## src/logic/gpu_mem_pkg.sv

```systemverilog
// GPU memory shared definitions
package gpu_mem_pkg;

    // Address and word widths of both memories
    localparam int ADDR_BITS = 8;
    localparam int DATA_BITS = 8;
    localparam int INSTR_BITS = 16;

    // Consumers on each side of the memory system
    localparam int NUM_LSUS = 4;
    localparam int NUM_FETCHERS = 2;

    // Channels towards external memory, fewer than the consumers
    localparam int DATA_CHANNELS = 2;
    localparam int PROG_CHANNELS = 1;

    // Cycles from a bank seeing a new channel request to its ready pulse
    localparam int MEM_LATENCY = 3;

    typedef logic [ADDR_BITS-1:0] addr_t;
    typedef logic [DATA_BITS-1:0] data_t;
    typedef logic [INSTR_BITS-1:0] instr_t;

endpackage

```

## src/logic/mem_controller.sv

```systemverilog
// Memory channel arbiter and relay
module mem_controller #(
    parameter int NUM_CONSUMERS = 4,
    parameter int NUM_CHANNELS = 2,
    parameter bit WRITE_ENABLE = 1'b1,
    parameter type word_t = gpu_mem_pkg::data_t
) (
    input  logic                     clk,
    input  logic                     reset,

    // Consumer side, one entry per fetcher or LSU
    input  logic [NUM_CONSUMERS-1:0] consumer_read_valid,
    input  gpu_mem_pkg::addr_t       consumer_read_address [NUM_CONSUMERS],
    output logic [NUM_CONSUMERS-1:0] consumer_read_ready,
    output word_t                    consumer_read_data [NUM_CONSUMERS],
    input  logic [NUM_CONSUMERS-1:0] consumer_write_valid,
    input  gpu_mem_pkg::addr_t       consumer_write_address [NUM_CONSUMERS],
    input  word_t                    consumer_write_data [NUM_CONSUMERS],
    output logic [NUM_CONSUMERS-1:0] consumer_write_ready,

    // Channel side, one entry per memory channel
    output logic [NUM_CHANNELS-1:0]  mem_read_valid,
    output gpu_mem_pkg::addr_t       mem_read_address [NUM_CHANNELS],
    input  logic [NUM_CHANNELS-1:0]  mem_read_ready,
    input  word_t                    mem_read_data [NUM_CHANNELS],
    output logic [NUM_CHANNELS-1:0]  mem_write_valid,
    output gpu_mem_pkg::addr_t       mem_write_address [NUM_CHANNELS],
    output word_t                    mem_write_data [NUM_CHANNELS],
    input  logic [NUM_CHANNELS-1:0]  mem_write_ready
);
    typedef enum logic [2:0] {
        IDLE,
        READ_WAITING,
        WRITE_WAITING,
        READ_RELAYING,
        WRITE_RELAYING
    } chan_state_t;

    chan_state_t state [NUM_CHANNELS];
    logic [$clog2(NUM_CONSUMERS)-1:0] current_consumer [NUM_CHANNELS];

    // Consumers currently held by some channel
    logic [NUM_CONSUMERS-1:0] served;

    logic [NUM_CHANNELS-1:0] pick_valid;
    logic [NUM_CHANNELS-1:0] pick_write;
    logic [$clog2(NUM_CONSUMERS)-1:0] pick_consumer [NUM_CHANNELS];
    logic [NUM_CONSUMERS-1:0] taken;
    logic [NUM_CONSUMERS-1:0] write_request;

    // A read-only controller never sees a write request
    assign write_request = WRITE_ENABLE ? consumer_write_valid : '0;

    // Each idle channel takes the lowest pending consumer that no earlier
    // channel has already taken in this cycle
    always_comb begin
        taken = served;
        for (int i = 0; i < NUM_CHANNELS; i++) begin
            pick_valid[i] = 1'b0;
            pick_write[i] = 1'b0;
            pick_consumer[i] = '0;
            if (state[i] == IDLE) begin
                for (int j = 0; j < NUM_CONSUMERS; j++) begin
                    if (!pick_valid[i] && !taken[j] &&
                        (consumer_read_valid[j] || write_request[j])) begin
                        pick_valid[i] = 1'b1;
                        // Reads go ahead of writes from the same consumer
                        pick_write[i] = !consumer_read_valid[j];
                        pick_consumer[i] = j[$clog2(NUM_CONSUMERS)-1:0];
                        taken[j] = 1'b1;
                    end
                end
            end
        end
    end

    always_ff @(posedge clk) begin
        if (reset) begin
            state <= '{default: IDLE};
            current_consumer <= '{default: '0};
            served <= '0;
            consumer_read_ready <= '0;
            consumer_write_ready <= '0;
            mem_read_valid <= '0;
            mem_write_valid <= '0;
            mem_read_address <= '{default: '0};
            mem_write_address <= '{default: '0};
            mem_write_data <= '{default: '0};
        end else begin
            for (int i = 0; i < NUM_CHANNELS; i++) begin
                case (state[i])
                    IDLE: begin
                        if (pick_valid[i]) begin
                            current_consumer[i] <= pick_consumer[i];
                            served[pick_consumer[i]] <= 1'b1;
                            if (pick_write[i]) begin
                                mem_write_valid[i] <= 1'b1;
                                mem_write_address[i] <=
                                    consumer_write_address[pick_consumer[i]];
                                mem_write_data[i] <= consumer_write_data[pick_consumer[i]];
                                state[i] <= WRITE_WAITING;
                            end else begin
                                mem_read_valid[i] <= 1'b1;
                                mem_read_address[i] <= consumer_read_address[pick_consumer[i]];
                                state[i] <= READ_WAITING;
                            end
                        end
                    end
                    READ_WAITING: begin
                        if (mem_read_ready[i]) begin
                            mem_read_valid[i] <= 1'b0;
                            consumer_read_ready[current_consumer[i]] <= 1'b1;
                            state[i] <= READ_RELAYING;
                        end
                    end
                    WRITE_WAITING: begin
                        if (mem_write_ready[i]) begin
                            mem_write_valid[i] <= 1'b0;
                            consumer_write_ready[current_consumer[i]] <= 1'b1;
                            state[i] <= WRITE_RELAYING;
                        end
                    end
                    // Hold the response until the consumer lets go of valid
                    READ_RELAYING: begin
                        if (!consumer_read_valid[current_consumer[i]]) begin
                            consumer_read_ready[current_consumer[i]] <= 1'b0;
                            served[current_consumer[i]] <= 1'b0;
                            state[i] <= IDLE;
                        end
                    end
                    WRITE_RELAYING: begin
                        if (!consumer_write_valid[current_consumer[i]]) begin
                            consumer_write_ready[current_consumer[i]] <= 1'b0;
                            served[current_consumer[i]] <= 1'b0;
                            state[i] <= IDLE;
                        end
                    end
                    default: state[i] <= IDLE;
                endcase
            end
        end
    end

    // Read data is captured on the same edge that raises consumer ready
    always_ff @(posedge clk) begin
        for (int i = 0; i < NUM_CHANNELS; i++) begin
            if (state[i] == READ_WAITING && mem_read_ready[i]) begin
                consumer_read_data[current_consumer[i]] <= mem_read_data[i];
            end
        end
    end

endmodule

```

## config.mk

```make
export PLATFORM = sky130hd
export DESIGN_NAME = mem_controller
export DESIGN_NICKNAME = d
export VERILOG_FILES = /design/src/logic/gpu_mem_pkg.sv /design/src/logic/mem_controller.sv
export SDC_FILE = /design/constraint.sdc
export NUM_CORES = 1
export LEC_CHECK = 0
export BUFFER_PORTS_ARGS = -buffer_cell sky130_fd_sc_hd__buf_2
export CAP_MARGIN = 30
export CORE_ASPECT_RATIO = 1.75
export CORE_MARGIN = 3
export CORE_UTILIZATION = 43
export CTS_CLUSTER_SIZE = 24
export DETAILED_ROUTE_END_ITERATION = 8
export GPL_TIMING_DRIVEN = 0
export PLACE_DENSITY_LB_ADDON = 0.12
export SYNTH_ARGS = -nofsm -noshare
export SYNTH_HDL_FRONTEND = slang
export SYNTH_SLANG_ARGS = --single-unit
```

## constraint.sdc

```tcl
create_clock -name clk -period 3 [get_ports clk]
set_input_delay 0.3 -clock clk [delete_from_list [all_inputs] [get_ports clk]]
set_output_delay 0.3 -clock clk [all_outputs]
set_load 0.01 [all_outputs]
```

==> impl_metrics.csv <==
group,metric,value,unit
run_status,status,"finished with violations",
run_status,failed_checks,"DRC",
yosys,netlist.area_leader.share,35.47,%
detailed_routing,drtIter0Drc,462,
critical_path,cpMostUsedCell,"clkbuf_1",
timing,period_minus_slack,2802,ps
timing,skew,7.908,ps
cells_and_area,num_antenna_cells,0,
timing,slew_violations,0,
clock_network,clk_path_buf_depth,2,
power,power,9.317,mW
clock_network,htree_levels,3,
yosys,synthArstFlopShare,0,%
detailed_routing,routedWlPerCell,20.94,µm
placed_design,gp_congestion,0.8909,
placed_design,io_buffers,211,
clock_network,cts.sink_count,106,
yosys,syn-num-nets,831,
die,die_y,162.0,µm
yosys,synth-xor-area-share,0.1464,%
critical_path,worstPathMaxFanout,10,
critical_path,start_kind,"flop",
critical_path,critPathBufInv,4,
yosys,ys_warn_count,0,
yosys,synth_top_family_by_area,"compound AO/OA/AOI/OAI gates",
detailed_routing,first_pass_iters,8,
global_route,gr-total-overflow,0,
yosys,ys_seq_area_share,35.47,%
yosys,syn_inst,705,
clock_network,clk_pin_slew_worst_paths,80,ps
yosys,synth_edf_count,0,
critical_path,crit_type,"flop to flop",
detailed_routing,drc,1,
critical_path,cpPeakStageDelay,500,ps
yosys,synth_commonest_cells,"dfxtp_1, nand2_1, nor2_1",
yosys,ys_seq_elements,106,
yosys,synth-compound-area-share,27.42,%
power,p_per_area,1222,mW/mm²
die,io_pins,218,
clock_network,cts_buffers,9,
critical_path,arrival,3070,ps
global_route,grt_pass1_vias,6462,
global_route,grt_antenna_before_repair,0,
yosys,yosysMostFrequentCell,"dfxtp_1",
critical_path,crit_family,"buffers and inverters",
cells_and_area,nNetsFinal,1057,
die,core-area,0.01352,mm²
yosys,synthAdderAreaFrac,0.1673,%
global_route,grt_pass1_wl,34330,µm
power,p_leak,3.460,nW
worst_hold_path,worstHoldPathType,"input pin to flop",
timing,worst_pin_slew,878.1,ps
global_route,grt_usage,29.12,%
cells_and_area,layout-drive-gt1-share,31.20,%
global_route,grt_max_degree,22,
yosys,synth_cell_types,56,
die,fp-row-count,56,
timing,period_share,93.39,%
yosys,synth_mux_area_share,15.39,%
yosys,syn_area,0.005983,mm²
die,die_w,95.17,µm
power,ir_drop,0.4948,mV
yosys,yosysTopAreaCell,"dfxtp_1",
timing,setup_viol,0,
cells_and_area,fin_util,56.38,%
detailed_routing,routed_wl,23240,µm
detailed_routing,vias,6602,
timing,hold_violations,0,
cells_and_area,area_delta_synth_final,27.44,%
clock_network,cts_tree,"done",
clock_network,clock_latency,360,ps
critical_path,cp-end-kind,"flop",
die,start_util,44.24,%
critical_path,cp_data_required_time,3270,ps
timing,rsz0062_at_grt,"no",
detailed_routing,drtAntennaViolNets,0,
detailed_routing,vias_per_cell,5.948,
yosys,avgSynthCellArea,8.487,µm²
yosys,yosys.area_share.simple,17.00,%
yosys,ys.flop_type,"dfxtp_1",
flow_run,cap_violations,0,
critical_path,cp_slowest_cell,"clkbuf_1",
yosys,synth.top_cells.by_area,"dfxtp_1, mux2i_1, mux2_2, nand2_1, a21oi_1",
timing,max_freq,356.9,MHz
die,die_area,0.01542,mm²
critical_path,path_cells,"clkbuf_1, nor3_2, clkbuf_2, and3_1, clkbuf_1, clkbuf_1, a222oi_1, a211oi_1",
placed_design,dp_hpwl,18050,µm
timing,relSlewSlack,41.01,%
clock_network,ctsRootBufferMaster,"clkbuf_16",
## worst min-delay path, delay by kind of cell
family          cells  cell delay (ps)
simple gates        1               40
compound gates      1               60
buf+inv             1              110
## registers in the layout, indices dropped and copies added (netlist names)
register and cells:
served 4, mem_write_address 16, current_consumer 4, state 6, mem_write_valid 2, consumer_read_data 32, mem_write_data 16, mem_read_valid 2
mem_read_address 16, consumer_read_ready 4, consumer_write_ready 4
## cell usage in the layout, fill, tap and decap left out, types with 10 or more instances in the layout
cell	synthesis	routed
buf_2	7	220
clkbuf_1	52	47
a22oi_1	28	28
a22o_1	16	16
a21oi_1	53	53
o21ai_0	35	35
nor3_1	18	17
mux2_2	24	24
nand3_1	11	10
mux2i_1	56	56
a211oi_1	28	28
nor2_1	61	61
dfxtp_1	106	106
nand2_1	71	70
a222oi_1	25	25
## path summary, 6_finish.rpt
| path | from | endpoint | slack, ps | cells past startpoint |
|---|---|---|---|---|
| min | mem_read_data[1] | consumer_read_data[25] | 180 | 3 |
| min reg2reg | mem_write_address[7] | mem_write_address[7] | 480 | 1 |
| max | state[5] | mem_read_address[14] | 200 | 8 |
| max reg2reg | state[5] | mem_read_address[14] | 200 | 8 |
## layer usage
layer	share of wire, %	vias to the layer above	GRT usage, %
li1	-	3111	-
met1	34	3071	29.20
met2	52	331	52.54
met3	7.0	89	5.422
met4	7.0	0	19.84
met5	0	-	0
## cell type report
class                      count  area, µm²
fill                        1363       5898
inverter                       5      18.77
buffer                        61      251.5
timing repair buffer         215       1081
tap                          174      217.7
clock inverter                 7      85.08
clock buffer                   9      225.2
multi-input combinational    533       3623
sequential                   106       2122
## per-stage QoR
step	std cells	TNS, ps	cell area (µm²)	setup slack [ps]	hold WS [ps]
5_1_grt	1110	0	7625	25.09	187.9
3_3_place_gp	1090	-5049	7257	-303.1	457.0
4_1_cts	1108	0	7580	27.69	171.1
3_5_place_dp	1092	-2800	7267	-186.1	451.7
6_report	1110	0	7625	198.4	177.9
2_1_floorplan	705	0	5983	493.6	408.6
## report_power, final
part           internal (mW)  switching, mW
Sequential              2.02          0.343
Clock                  0.598          0.637
Combinational           2.26           3.46
Total                   4.88           4.44
## cells by family (layout without fill, tap and decap cells)
| logic type | count (synthesis) | after routing |
|---|---|---|
| multiplexers | 84 | 84 |
| adder cells (fa/ha/maj) | 1 | 1 |
| XOR/XNOR | 1 | 1 |
| AND/OR/NAND/NOR | 212 | 212 |
| buffers and inverters | 66 | 297 |
| AO/OA/AOI/OAI | 235 | 235 |
| flip-flops | 106 | 106 |
## repair_timing
action / CTS / global route
gates cloned: 0 / 0
hold buffers: 0 / 0
endpoints found under the setup margin: 3 / 44
endpoints found under the hold margin: 0 / 0
pin swaps: 0 / 1
resized for setup: 2 / 11
setup buffers: 0 / 2
Note: power is estimated with default switching activity, not from simulation.
